<file path="src/source/riscv_isa_pkg.sv">
// --------------------
// RV64 base-integer ISA definitions shared by the decode stage.
// Word, instruction and register index types, major opcodes and
// funct3 codes. Referenced by scoped name only.
// --------------------

package riscv_isa_pkg;

    typedef logic [63:0] xlen_t;        // Machine word
    typedef logic [31:0] instr_t;       // Instruction word
    typedef logic [4:0]  reg_addr_t;    // GPR index
    typedef logic [31:0] imm32_t;       // Raw immediate before sext
    typedef logic [6:0]  opcode_t;
    typedef logic [2:0]  funct3_t;
    typedef logic [6:0]  funct7_t;

    parameter int INSTR_BYTES = 4;      // No compressed forms

    // --------------------
    // Major opcodes
    parameter opcode_t OPC_OP        = 7'b0110011;
    parameter opcode_t OPC_OP_IMM    = 7'b0010011;
    parameter opcode_t OPC_OP_32     = 7'b0111011;
    parameter opcode_t OPC_OP_IMM_32 = 7'b0011011;
    parameter opcode_t OPC_LUI       = 7'b0110111;
    parameter opcode_t OPC_AUIPC     = 7'b0010111;
    parameter opcode_t OPC_JAL       = 7'b1101111;
    parameter opcode_t OPC_JALR      = 7'b1100111;
    parameter opcode_t OPC_BRANCH    = 7'b1100011;
    parameter opcode_t OPC_LOAD      = 7'b0000011;
    parameter opcode_t OPC_STORE     = 7'b0100011;

    // --------------------
    // funct3 / funct7 codes
    parameter funct3_t F3_ADD  = 3'b000;    // ADD, SUB, ADDI
    parameter funct3_t F3_SLL  = 3'b001;
    parameter funct3_t F3_SLT  = 3'b010;
    parameter funct3_t F3_SLTU = 3'b011;
    parameter funct3_t F3_XOR  = 3'b100;
    parameter funct3_t F3_SR   = 3'b101;    // SRL and SRA
    parameter funct3_t F3_OR   = 3'b110;
    parameter funct3_t F3_AND  = 3'b111;

    parameter funct3_t F3_BEQ  = 3'b000;
    parameter funct3_t F3_BNE  = 3'b001;
    parameter funct3_t F3_BLT  = 3'b100;
    parameter funct3_t F3_BGE  = 3'b101;
    parameter funct3_t F3_BLTU = 3'b110;
    parameter funct3_t F3_BGEU = 3'b111;

    parameter funct7_t F7_ALT  = 7'b0100000; // SUB, SRA
    parameter logic [1:0] LS_BYTE = 2'b00;   // Access size in funct3[1:0]
    parameter logic [1:0] LS_HALF = 2'b01;
    parameter logic [1:0] LS_WORD = 2'b10;
    parameter logic [1:0] LS_DBL  = 2'b11;

endpackage
</file>
<file path="src/source/decode_pipe_pkg.sv">
// --------------------
// Micro-op flag groups and decoded register fields passed from the
// decoder to the operand unit and on to execute.
// --------------------

package decode_pipe_pkg;

    typedef struct packed {
        logic add;
        logic and_op;
        logic or_op;
        logic sll;
        logic srl;
        logic slt;
        logic sltu;
        logic sra;
        logic sub;
        logic xor_op;
        logic word;         // 32-bit result, sign extended
    } alu_op_t;

    typedef struct packed {
        logic beq;
        logic bne;
        logic blt;
        logic bge;
        logic bltu;
        logic bgeu;
        logic jal;
        logic jalr;
    } cfu_op_t;

    typedef struct packed {
        logic load;
        logic store;
        logic byte_w;
        logic half_w;
        logic word_w;
        logic dbl_w;
        logic sext;         // Sign extend loaded data
    } lsu_op_t;

    typedef struct packed {
        logic alu;
        logic lsu;
        logic npc;
    } wb_sel_t;

    // One-hot, all zero when no immediate is used
    typedef struct packed {
        logic i;
        logic s;
        logic b;
        logic u;
        logic j;
        logic shamt;
    } imm_fmt_t;

    typedef struct packed {
        riscv_isa_pkg::reg_addr_t rs1;
        riscv_isa_pkg::reg_addr_t rs2;
        riscv_isa_pkg::reg_addr_t rd;
    } reg_sel_t;

endpackage

</file>
<file path="src/source/decode_operands.sv">
// --------------------
// Builds the 64-bit immediate from the one-hot format select and
// picks the ALU left and right operands.
// --------------------
`timescale 1ns/100ps

module decode_operands (
    input  riscv_isa_pkg::instr_t     instr_i,
    input  decode_pipe_pkg::imm_fmt_t imm_fmt_i,
    input  logic                      use_pc_lhs_i,
    input  logic                      alu_rhs_imm_i,
    input  riscv_isa_pkg::xlen_t      pc_i,
    input  riscv_isa_pkg::xlen_t      rs1_data_i,
    input  riscv_isa_pkg::xlen_t      rs2_data_i,
    output riscv_isa_pkg::xlen_t      imm_o,
    output riscv_isa_pkg::xlen_t      alu_lhs_o,
    output riscv_isa_pkg::xlen_t      alu_rhs_o
);

    riscv_isa_pkg::imm32_t imm32_i, imm32_s, imm32_b, imm32_u, imm32_j;
    riscv_isa_pkg::imm32_t imm32;
    riscv_isa_pkg::xlen_t  imm_shamt;
    logic                  word_op;

    // --------------------
    // Raw immediates
    assign imm32_i = {{20{instr_i[31]}}, instr_i[31:20]};
    assign imm32_s = {{20{instr_i[31]}}, instr_i[31:25], instr_i[11:7]};
    assign imm32_b = {{20{instr_i[31]}}, instr_i[7], instr_i[30:25],
                      instr_i[11:8], 1'b0};
    assign imm32_u = {instr_i[31:12], 12'b0};
    assign imm32_j = {{12{instr_i[31]}}, instr_i[19:12], instr_i[20],
                      instr_i[30:21], 1'b0};

    // Word shifts only have a 5 bit amount
    assign word_op   = instr_i[6:0] == riscv_isa_pkg::OPC_OP_IMM_32;
    assign imm_shamt = word_op ? {59'b0, instr_i[24:20]} : {58'b0, instr_i[25:20]};

    always_comb begin
        imm32 = '0;
        if (imm_fmt_i.i) begin
            imm32 = imm32_i;
        end else if (imm_fmt_i.s) begin
            imm32 = imm32_s;
        end else if (imm_fmt_i.b) begin
            imm32 = imm32_b;
        end else if (imm_fmt_i.u) begin
            imm32 = imm32_u;
        end else if (imm_fmt_i.j) begin
            imm32 = imm32_j;
        end
    end

    assign imm_o = imm_fmt_i.shamt ? imm_shamt : {{32{imm32[31]}}, imm32};

    // --------------------
    // Operand muxes
    assign alu_lhs_o = use_pc_lhs_i  ? pc_i  : rs1_data_i;
    assign alu_rhs_o = alu_rhs_imm_i ? imm_o : rs2_data_i;

endmodule

</file>
<file path="src/source/decode_pc_tracker.sv">
// --------------------
// Program counter of the decode stage. Loads the reset address,
// follows control-flow redirects and advances by one instruction
// whenever execute takes the current one.
// --------------------
`timescale 1ns/100ps

module decode_pc_tracker #(
    parameter riscv_isa_pkg::xlen_t PC_RESET_ADDRESS = 64'h10000000
) (
    input  logic                 g_clk,
    input  logic                 g_resetn,

    input  logic                 eat_i,         // Instruction consumed
    input  logic                 cf_valid_i,    // Control flow change
    input  logic                 cf_ack_i,      // Change accepted
    input  riscv_isa_pkg::xlen_t cf_target_i,   // Redirect address

    output riscv_isa_pkg::xlen_t pc_o,
    output riscv_isa_pkg::xlen_t npc_o
);

    logic                 redirect;
    riscv_isa_pkg::xlen_t pc_q;

    assign redirect = cf_valid_i && cf_ack_i;

    // Fixed 4 byte step
    assign npc_o = pc_q + riscv_isa_pkg::xlen_t'(riscv_isa_pkg::INSTR_BYTES);
    assign pc_o  = pc_q;

    // --------------------
    // PC register
    always_ff @(posedge g_clk) begin
        if (!g_resetn) begin
            pc_q <= PC_RESET_ADDRESS;
        end else if (redirect) begin
            pc_q <= cf_target_i;            // Redirect wins over advance
        end else if (eat_i) begin
            pc_q <= npc_o;
        end
    end

endmodule

</file>
<file path="src/source/decode_stage.sv">
// --------------------
// Decode and operand gather stage of the RV64 pipeline. Connects the
// PC tracker, micro-op decoder and operand unit between fetch, the
// register file and execute. One instruction in flight at a time.
// --------------------
`timescale 1ns/100ps

module decode_stage #(
    parameter riscv_isa_pkg::xlen_t PC_RESET_ADDRESS = 64'h10000000
) (
    input  logic                         g_clk,
    input  logic                         g_resetn,

    input  logic                         s1_valid_i,      // Fetch has an instruction
    input  riscv_isa_pkg::instr_t        s1_instr_i,
    output logic                         s1_eat_4_o,      // Instruction consumed

    input  logic                         cf_valid_i,
    input  logic                         cf_ack_i,
    input  riscv_isa_pkg::xlen_t         cf_target_i,

    output riscv_isa_pkg::reg_addr_t     s1_rs1_addr_o,
    input  riscv_isa_pkg::xlen_t         s1_rs1_data_i,   // Forwarded read data
    output riscv_isa_pkg::reg_addr_t     s1_rs2_addr_o,
    input  riscv_isa_pkg::xlen_t         s1_rs2_data_i,

    input  logic                         s2_ready_i,
    output logic                         s2_valid_o,
    output riscv_isa_pkg::xlen_t         s2_pc_o,
    output riscv_isa_pkg::xlen_t         s2_npc_o,
    output riscv_isa_pkg::instr_t        s2_instr_o,
    output riscv_isa_pkg::xlen_t         s2_imm_o,
    output riscv_isa_pkg::reg_addr_t     s2_rd_o,
    output riscv_isa_pkg::xlen_t         s2_rs1_data_o,
    output riscv_isa_pkg::xlen_t         s2_rs2_data_o,
    output riscv_isa_pkg::xlen_t         s2_alu_lhs_o,
    output riscv_isa_pkg::xlen_t         s2_alu_rhs_o,
    output decode_pipe_pkg::alu_op_t     s2_alu_o,
    output decode_pipe_pkg::cfu_op_t     s2_cfu_o,
    output decode_pipe_pkg::lsu_op_t     s2_lsu_o,
    output decode_pipe_pkg::wb_sel_t     s2_wb_o
);

    decode_pipe_pkg::reg_sel_t regs;
    decode_pipe_pkg::imm_fmt_t imm_fmt;
    logic                      use_pc_lhs;
    logic                      alu_rhs_imm;

    // --------------------
    // Stage progression
    assign s1_eat_4_o    = s1_valid_i && s2_ready_i;
    assign s2_valid_o    = s1_valid_i;
    assign s2_instr_o    = s1_instr_i;
    assign s1_rs1_addr_o = regs.rs1;
    assign s1_rs2_addr_o = regs.rs2;
    assign s2_rd_o       = regs.rd;
    assign s2_rs1_data_o = s1_rs1_data_i;
    assign s2_rs2_data_o = s1_rs2_data_i;

    decode_pc_tracker #(
        .PC_RESET_ADDRESS (PC_RESET_ADDRESS)
    ) u_pc (
        .g_clk       (g_clk),
        .g_resetn    (g_resetn),
        .eat_i       (s1_eat_4_o),
        .cf_valid_i  (cf_valid_i),
        .cf_ack_i    (cf_ack_i),
        .cf_target_i (cf_target_i),
        .pc_o        (s2_pc_o),
        .npc_o       (s2_npc_o)
    );

    decode_uop_decoder u_dec (
        .instr_i       (s1_instr_i),
        .regs_o        (regs),
        .imm_fmt_o     (imm_fmt),
        .use_pc_lhs_o  (use_pc_lhs),
        .alu_rhs_imm_o (alu_rhs_imm),
        .alu_o         (s2_alu_o),
        .cfu_o         (s2_cfu_o),
        .lsu_o         (s2_lsu_o),
        .wb_o          (s2_wb_o)
    );

    decode_operands u_ops (
        .instr_i       (s1_instr_i),
        .imm_fmt_i     (imm_fmt),
        .use_pc_lhs_i  (use_pc_lhs),
        .alu_rhs_imm_i (alu_rhs_imm),
        .pc_i          (s2_pc_o),
        .rs1_data_i    (s1_rs1_data_i),
        .rs2_data_i    (s1_rs2_data_i),
        .imm_o         (s2_imm_o),
        .alu_lhs_o     (s2_alu_lhs_o),
        .alu_rhs_o     (s2_alu_rhs_o)
    );

endmodule

</file>
<file path="src/source/decode_uop_decoder.sv">
// --------------------
// Decodes a 32-bit instruction into register fields, an immediate
// format select and the ALU, CFU, LSU and writeback micro-op flags.
// Purely combinational.
// --------------------
`timescale 1ns/100ps

module decode_uop_decoder (
    input  riscv_isa_pkg::instr_t     instr_i,
    output decode_pipe_pkg::reg_sel_t regs_o,
    output decode_pipe_pkg::imm_fmt_t imm_fmt_o,
    output logic                      use_pc_lhs_o,     // AUIPC
    output logic                      alu_rhs_imm_o,    // Immediate as rhs
    output decode_pipe_pkg::alu_op_t  alu_o,
    output decode_pipe_pkg::cfu_op_t  cfu_o,
    output decode_pipe_pkg::lsu_op_t  lsu_o,
    output decode_pipe_pkg::wb_sel_t  wb_o
);

    riscv_isa_pkg::opcode_t   opcode;
    riscv_isa_pkg::funct3_t   funct3;
    riscv_isa_pkg::funct7_t   funct7;
    logic op_reg, op_imm, op_lui, op_auipc, op_jal, op_jalr;
    logic op_branch, op_load, op_store, op_ls, is_alu, alt, shift_imm;
    decode_pipe_pkg::alu_op_t alu;
    decode_pipe_pkg::cfu_op_t cfu;

    assign opcode = instr_i[6:0];
    assign funct3 = instr_i[14:12];
    assign funct7 = instr_i[31:25];

    // --------------------
    // Opcode classes
    assign op_reg    = opcode == riscv_isa_pkg::OPC_OP || opcode == riscv_isa_pkg::OPC_OP_32;
    assign op_imm    = opcode == riscv_isa_pkg::OPC_OP_IMM ||
                       opcode == riscv_isa_pkg::OPC_OP_IMM_32;
    assign op_lui    = opcode == riscv_isa_pkg::OPC_LUI;
    assign op_auipc  = opcode == riscv_isa_pkg::OPC_AUIPC;
    assign op_jal    = opcode == riscv_isa_pkg::OPC_JAL;
    assign op_jalr   = opcode == riscv_isa_pkg::OPC_JALR;
    assign op_branch = opcode == riscv_isa_pkg::OPC_BRANCH;
    assign op_load   = opcode == riscv_isa_pkg::OPC_LOAD;
    assign op_store  = opcode == riscv_isa_pkg::OPC_STORE;
    assign op_ls     = op_load || op_store;
    assign is_alu    = op_reg || op_imm;

    // SUB/SRA select, immediate shifts carry it in imm bit 30
    assign alt       = op_reg ? (funct7 == riscv_isa_pkg::F7_ALT) : instr_i[30];
    assign shift_imm = op_imm && (funct3 == riscv_isa_pkg::F3_SLL ||
                                  funct3 == riscv_isa_pkg::F3_SR);

    assign regs_o.rs1 = instr_i[19:15];
    assign regs_o.rs2 = instr_i[24:20];
    assign regs_o.rd  = (op_branch || op_store) ? '0 : instr_i[11:7];

    assign imm_fmt_o.i     = (op_imm && !shift_imm) || op_jalr || op_load;
    assign imm_fmt_o.s     = op_store;
    assign imm_fmt_o.b     = op_branch;
    assign imm_fmt_o.u     = op_lui || op_auipc;
    assign imm_fmt_o.j     = op_jal;
    assign imm_fmt_o.shamt = shift_imm;

    assign use_pc_lhs_o  = op_auipc;
    assign alu_rhs_imm_o = op_imm || op_lui || op_auipc;

    // --------------------
    // ALU and CFU flags
    always_comb begin
        alu        = '0;
        alu.word   = opcode == riscv_isa_pkg::OPC_OP_32 ||
                     opcode == riscv_isa_pkg::OPC_OP_IMM_32;
        alu.add    = op_auipc;
        alu.or_op  = op_lui;                // rhs carries the U immediate
        alu.sub    = op_branch;             // Compare by subtraction
        if (is_alu) begin
            case (funct3)
                riscv_isa_pkg::F3_ADD: begin
                    alu.add = !(op_reg && alt);
                    alu.sub = op_reg && alt;
                end
                riscv_isa_pkg::F3_SLL:  alu.sll    = 1'b1;
                riscv_isa_pkg::F3_SLT:  alu.slt    = 1'b1;
                riscv_isa_pkg::F3_SLTU: alu.sltu   = 1'b1;
                riscv_isa_pkg::F3_XOR:  alu.xor_op = 1'b1;
                riscv_isa_pkg::F3_SR: begin
                    alu.srl = !alt;
                    alu.sra = alt;
                end
                riscv_isa_pkg::F3_OR:   alu.or_op  = 1'b1;
                riscv_isa_pkg::F3_AND:  alu.and_op = 1'b1;
            endcase
        end
    end

    always_comb begin
        cfu      = '0;
        cfu.jal  = op_jal;
        cfu.jalr = op_jalr;
        if (op_branch) begin
            case (funct3)
                riscv_isa_pkg::F3_BEQ:  cfu.beq  = 1'b1;
                riscv_isa_pkg::F3_BNE:  cfu.bne  = 1'b1;
                riscv_isa_pkg::F3_BLT:  cfu.blt  = 1'b1;
                riscv_isa_pkg::F3_BGE:  cfu.bge  = 1'b1;
                riscv_isa_pkg::F3_BLTU: cfu.bltu = 1'b1;
                riscv_isa_pkg::F3_BGEU: cfu.bgeu = 1'b1;
                default:                cfu      = '0;     // Reserved encodings
            endcase
        end
    end

    assign alu_o = alu;
    assign cfu_o = cfu;

    // --------------------
    // LSU and writeback
    assign lsu_o.load   = op_load;
    assign lsu_o.store  = op_store;
    assign lsu_o.byte_w = op_ls && funct3[1:0] == riscv_isa_pkg::LS_BYTE;
    assign lsu_o.half_w = op_ls && funct3[1:0] == riscv_isa_pkg::LS_HALF;
    assign lsu_o.word_w = op_ls && funct3[1:0] == riscv_isa_pkg::LS_WORD;
    assign lsu_o.dbl_w  = op_ls && funct3[1:0] == riscv_isa_pkg::LS_DBL;
    assign lsu_o.sext   = op_load && !funct3[2] && funct3[1:0] != riscv_isa_pkg::LS_DBL;

    assign wb_o.npc = op_jal || op_jalr;
    assign wb_o.lsu = op_load;
    assign wb_o.alu = (|alu) && !op_branch && !(op_jal || op_jalr);

endmodule

</file>
<file path="config.mk">
export PLATFORM = sky130hd
export DESIGN_NAME = decode_stage
export DESIGN_NICKNAME = d
export VERILOG_FILES = /design/src/source/riscv_isa_pkg.sv /design/src/source/decode_pipe_pkg.sv /design/src/source/decode_operands.sv /design/src/source/decode_pc_tracker.sv /design/src/source/decode_stage.sv /design/src/source/decode_uop_decoder.sv
export SDC_FILE = /design/constraint.sdc
export NUM_CORES = 1
export LEC_CHECK = 0
export BUFFER_PORTS_ARGS = -buffer_cell sky130_fd_sc_hd__buf_4
export CELL_PAD_IN_SITES_DETAIL_PLACEMENT = 1
export CELL_PAD_IN_SITES_GLOBAL_PLACEMENT = 2
export CORE_AREA = 2 2 298 300
export DETAILED_ROUTE_END_ITERATION = 10
export DIE_AREA = 0 0 300 302
export PLACE_DENSITY = 0.47
export SLEW_MARGIN = 10
export SYNTH_ARGS = -nofsm -noshare
export SYNTH_HDL_FRONTEND = slang
export SYNTH_SLANG_ARGS = --single-unit
</file>
<file path="constraint.sdc">
create_clock -name g_clk -period 10.3 [get_ports g_clk]
set_clock_uncertainty 0.15 [all_clocks]
set_input_delay 2.575 -clock g_clk [delete_from_list [all_inputs] [get_ports g_clk]]
set_output_delay 2.575 -clock g_clk [all_outputs]
set_load 0.01 [all_outputs]
</file>
==> metrics, run 1 <==
die area=0.0906 mm²; Boundary Pins=756; Placer Congestion=approximately 0.81; GRT Total Usage=0.131; setup repair bufs after CTS=0; CP Class=primary input to output pin; setup violators final=0; TritonCTS clock tree=built; Clock Sinks=64; layout cells sized above 1=0.536; Pwr Total=1.15 mW; CTS max path bufs=2; Final Instance Count excl. Fillers=2,820; Die W=300 µm; Mapped Cells=1,171; # rows=between 100 and 150; Pre-antenna DRT Iters=5; cell area after layout=0.0141 mm²; Clock Root Buffer=clkbuf_16; Max-slew headroom=0.247; Final Critical Period=between 8 and 9 ns; met2 wire len=31,800 µm; Crit Path Max Fanout=33; largest net degree at the start of global routing=70; WP buf/inv=2; Layout Area Growth over Synthesis=66.0%; register bit total from synthesis=64; Metal-1 WL=between 20,000 and 30,000 µm; max reg flops=64; Clock Pin Slew Worst Setup and Hold Paths=0.06 ns; Detailed Route WL=63,600 µm; initial antenna violation count=12; antenna-violating nets left=0; ys async rst share=0; Hold Buf Count CTS=0; Main synth FF type=dfxtp_1; startpoint types=primary input; final core occ=0.161; wire per inst=~23 µm; commonest non-fill, non-tap cell in the layout=buf_4; total CTS buffers=9; H-Tree Depth=3; Clk Latency, worst-skew pair=~0.35 ns; metal3 WL=roughly 4800 µm; Crit path required time=approximately 7.6 ns; Slew @ Worst Pin=between 1 and 1.5 ns; dpl hpwl=53,600 µm; Vias/cell=between 3 and 4; setup repair after global routing missed its margin=no; GRT overflow=0; post-synthesis cell type count=64; dpl cells=2,795; number of flops mapped to enable cells by yosys=0; setup ws final=2.22 ns; highest routed layer=met5; synthesized area per cell=slightly above 7 µm²; crit path DAT=5.36 ns; final hold vios=0; first-pass GRT wire length=85,600 µm; crit share post-route=0.785; Starting Density=0.0972; CP Cell Sequence=buf_4 -> nand3b_1 -> or3_1 -> o21ai_1 -> o211a_1 -> buf_4; most used cell, CP=buf_4; die height=302 µm; Placeable Area=0.0876 mm²; dpl cell area=0.0137 mm²; sequential area share after synthesis=0.151; DRC errors left=0; PD cells=81.3 mW/mm²; vias post-DR=10,400; worst-case vdd ir drop=0.0599 mV; vias in the first global route=roughly 11,000; initial DRC count=378; Max Cap Violations=0; total negative setup slack=0 ns; CP Capture Type=output pin; worst slack, placed=~2.0 ns; Yosys top cell area share=0.183; Worst path top cell family by delay=compound AO/OA/AOI/OAI gates; cts repair resizes=0; Final Net Count=1,872; WHS=between 0.3 and 0.4 ns; Yosys warnings=0; port buffer count=755; Slew Limit Fails=0; highest clock rate=0.124 GHz; HP Class=flip-flop to flip-flop; Mapped Area=around 0.0085 mm²; CP peak stage delay=a little over 0.9 ns; Area contributors post-synth=buf_4, dfxtp_1, mux2_2; leakage=6.36 nW; most frequent cells in the layout=buf_4, nor2_1, nand2_1; largest area contributor in the netlist=buf_4; Post-Syn Nets=roughly 1,400; status=complete, no violations; Slowest-stage cell, CP=o211a_1
==> worst paths after layout <==
path | start | to | slack (ns) | cells past startpoint
worst max-delay path | s1_instr_i[6] | s2_imm_o[44] | 2.22 | 6
worst min-delay path | u_pc.pc_o[0]$_SDFFE_PN0P_ | u_pc.pc_o[0]$_SDFFE_PN0P_ | 0.37 | 2
worst max register to register | u_pc.pc_o[30]$_SDFFE_PN0P_ | u_pc.pc_o[57]$_SDFFE_PN0P_ | 6.95 | 5
worst min register to register | u_pc.pc_o[0]$_SDFFE_PN0P_ | u_pc.pc_o[0]$_SDFFE_PN0P_ | 0.37 | 2
==> worst min-delay path: stages (launching register included) <==
cell     delay [ns]
dfxtp_1        0.35
nand2_1        0.07
a21oi_1        0.06
==> Yosys cell counts (all sizes together) (2+ instances only) <==
library cell / count
a211oi: 13
a21o: 34
a21oi: 21
a22o: 4
a311oi: 6
a31oi: 31
a32oi: 2
and2: 12
and3: 7
and4: 9
buf: 256
clkbuf: 51
dfxtp: 64
inv: 11
mux2: 70
nand2: 85
nand2b: 2
nand3: 39
nand3b: 2
nand4: 37
nor2: 108
nor3: 38
nor3b: 4
nor4: 21
o211ai: 2
o21a: 3
o21ai: 82
o221ai: 2
o22a: 11
o31ai: 13
or2: 4
or3: 19
or4: 11
xnor2: 39
xor2: 47
==> power by group <==
part / internal, mW / switching (mW)
clock network: 0.245 / 0.140
registers: 0.264 / 0.0496
logic: 0.231 / 0.220
total: 0.740 / 0.410
==> layer usage <==
metal / track usage / up-vias
met1: 0.159 / 5106
met4: 0.0237 / 6
li1: - / 4861
met5: 0 / -
met3: 0.0398 / 25
met2: 0.230 / 439
==> cell families (layout without fill, tap and decap cells) <==
group           after synthesis  count (layout)  share of synthesized area
simple gates                401             401                      0.254
buf+inv                     319             794                      0.241
compound gates              230             230                      0.173
xor+xnor                     86              86                     0.0885
mux                          70              70                     0.0926
flops                        64              64                      0.151
fa+ha+maj                     1               1                    0.00147
other cells                   0               9                          0
==> cell type report <==
cell class,instances,area [µm²]
inverter,12,45.0
fill,10600,73400
clock buffer,10,239
timing repair buffer,766,5750
sequential,64,1280
tap,1165,1460
clock inverter,6,115
multi-input combinational,788,5220
antenna,9,22.5
Note: power is estimated with default switching activity, not from simulation.
==> inputs of run 2 (changes only) <==
CORE_AREA = 2 2 296 298   (was 2 2 298 300)
DIE_AREA = 0 0 298 300   (was 0 0 300 302)
clock period = 7.9 ns   (was 10.3 ns; I/O delays follow)
==> run 2 against run 1 <==
  * Sequential power grew 31%
  * Sequential cell count is the same
  * Via count grew 1.1%
  * Final cell count shrank 0.35%
  * Sequential share of layout area is essentially flat
  * Register-to-register slack lost 2.3 ns
  * Core utilization grew 0.27 points
  * Routed wire length grew 1.7%
  * Combinational power grew 30%
  * Hold slack gained 0.0030 ns
  * First-iteration DRC count shrank 0.53%
  * Setup slack lost 0.97 ns
  * Critical endpoint is now s2_imm_o[30]
  * Largest power group unchanged
  * Highest routed layer unchanged
==> metrics, run 2 (synthesized netlist as in run 1, its figures left out) <==
status=complete, no violations; Metal-1 WL=27,600 µm (+4.0%); Pwr Total=1.51 mW (+32%); TritonCTS clock tree=built; Crit. Startpoint=s1_instr_i[13]; commonest non-fill, non-tap cell in the layout=buf_4; total CTS buffers=9 (unchanged); Detailed Route WL=64,700 µm (+1.7%); die area=0.0894 mm² (-1.3%); die height=300 µm (-0.66%); Slew @ Worst Pin=1.10 ns (-0.0147 ns); dpl hpwl=54,300 µm (+1.3%); multi-input combinational cell area=0.00522 mm² (-0.14%); highest routed layer=met5; Crit Path Max Fanout=27 (-18%); Layout Area Growth over Synthesis=66.2%; metal3 WL=4160 µm (-13%); worst slack, placed=1.24 ns (-0.775 ns); Pre-antenna DRT Iters=4 (-1); crit path DAT=4.53 ns (-0.83 ns); cts repair resizes=0 (unchanged); Clk Latency, worst-skew pair=0.38 ns (+0.03 ns); Clock Pin Slew Worst Setup and Hold Paths=0.06 ns (about the same); initial antenna violation count=7 (-5); Vias/cell=3.76 (+1.5%); largest net degree at the start of global routing=79 (+13%); Placeable Area=0.0862 mm² (-1.5%); initial DRC count=376 (-0.53%); Fillers=10,500 (-0.95%); H-Tree Depth=3 (unchanged); PD cells=107 mW/mm² (+31%); Final Net Count=1,879 (+0.37%); met2 wire len=31,900 µm (+0.28%); GRT Total Usage=0.137 (+0.00557); Clock Sinks=64 (unchanged); CP Class=primary input to output pin; HP Start=u_pc.pc_o[1]$_SDFFE_PN0P_; worst-case vdd ir drop=0.106 mV (+77%); Clock Root Buffer=clkbuf_16; CTS max path bufs=2 (unchanged); Final Critical Period=6.65 ns; crit share post-route=0.842; total negative setup slack=0 ns (unchanged); setup repair after global routing missed its margin=no; Hold Buf Count CTS=0 (unchanged); register area=0.00128 mm² (unchanged); setup violators final=0 (unchanged); setup repair bufs after CTS=0 (unchanged); antenna-violating nets left=0 (unchanged); Starting Density=0.0987 (+0.00152); final hold vios=0 (unchanged); most frequent cells in the layout=buf_4, nor2_1, nand2_1; max reg flops=64 (unchanged); Crit path required time=5.78 ns (-1.80 ns); wire per inst=23.0 µm (+2.1%); CP Capture Type=output pin; layout cells sized above 1=0.537 (+0.000756); Placer Congestion=0.886 (+9.6%); Slew Limit Fails=0 (unchanged); DRC errors left=0 (unchanged); GRT overflow=0 (unchanged); # rows=108 (-0.92%); setup ws final=1.25 ns (-0.974 ns); vias in the first global route=11,000 (+3.1%); port buffer count=755 (unchanged); vias post-DR=10,600 (+1.1%); leakage=6.40 nW (+0.53%); Max Cap Violations=0 (unchanged); final core occ=0.164 (+0.00269); R2R Path Start=u_pc.pc_o[21]$_SDFFE_PN0P_; startpoint types=primary input; highest clock rate=about 0.15 GHz; Max-slew headroom=0.262 (+0.0149); first-pass GRT wire length=88,700 µm (+3.7%); Die W=298 µm (-0.67%); Boundary Pins=756 (unchanged); HP Class=flip-flop to flip-flop
==> run 2: worst max-delay path, cell delays in order <==
cell and delay, ns:
buf_4 0.15, nand2b_1 0.32, a32oi_1 0.38, o221ai_1 0.26, nand2_1 0.88, o21ai_0 0.31
buf_4 0.24
==> run 2: through the flow <==
step | hold slack [ns] | std cells | instance area, µm²
2_1_floorplan | 0.352 | 1171 | 8510
3_3_place_gp | 0.348 | 2792 | 13800
3_5_place_dp | 0.364 | 2792 | 13800
4_1_cts | 0.376 | 2808 | 14100
5_1_grt | 0.391 | 2808 | 14100
6_report | 0.369 | 2810 | 14100
==> run 2: power by group <==
part	internal, mW	switching [mW]
clock network	0.319	0.196
logic	0.301	0.286
registers	0.344	0.0656
total	0.965	0.548
==> run 2: layout make-up <==
class / instances / area share
clock buffers: 10 / 0.0169
inverters: 12 / 0.00318
well taps: 1155 / 0.102
flip-flops and latches: 64 / 0.0906
multi-input cells: 788 / 0.369
clock inverters: 6 / 0.00814
repair buffers: 773 / 0.410
diodes: 2 / 0.000354
==> run 2: worst paths after layout <==
| check | to | slack (ns) | cells past startpoint |
|---|---|---|---|
| max | s2_imm_o[30] | 1.25 | 7 |
| min | u_pc.pc_o[1]$_SDFFE_PN0P_ | 0.37 | 2 |
| max reg2reg | u_pc.pc_o[59]$_SDFFE_PN0P_ | 4.64 | 5 |
| min reg2reg | u_pc.pc_o[1]$_SDFFE_PN0P_ | 0.37 | 2 |
==> run 2: per-layer routing <==
| layer | up-vias | global-route usage |
|---|---|---|
| li1 | 4872 | - |
| met1 | 5189 | 0.168 |
| met2 | 443 | 0.240 |
| met3 | 40 | 0.0368 |
| met4 | 8 | 0.0280 |
| met5 | - | 0 |
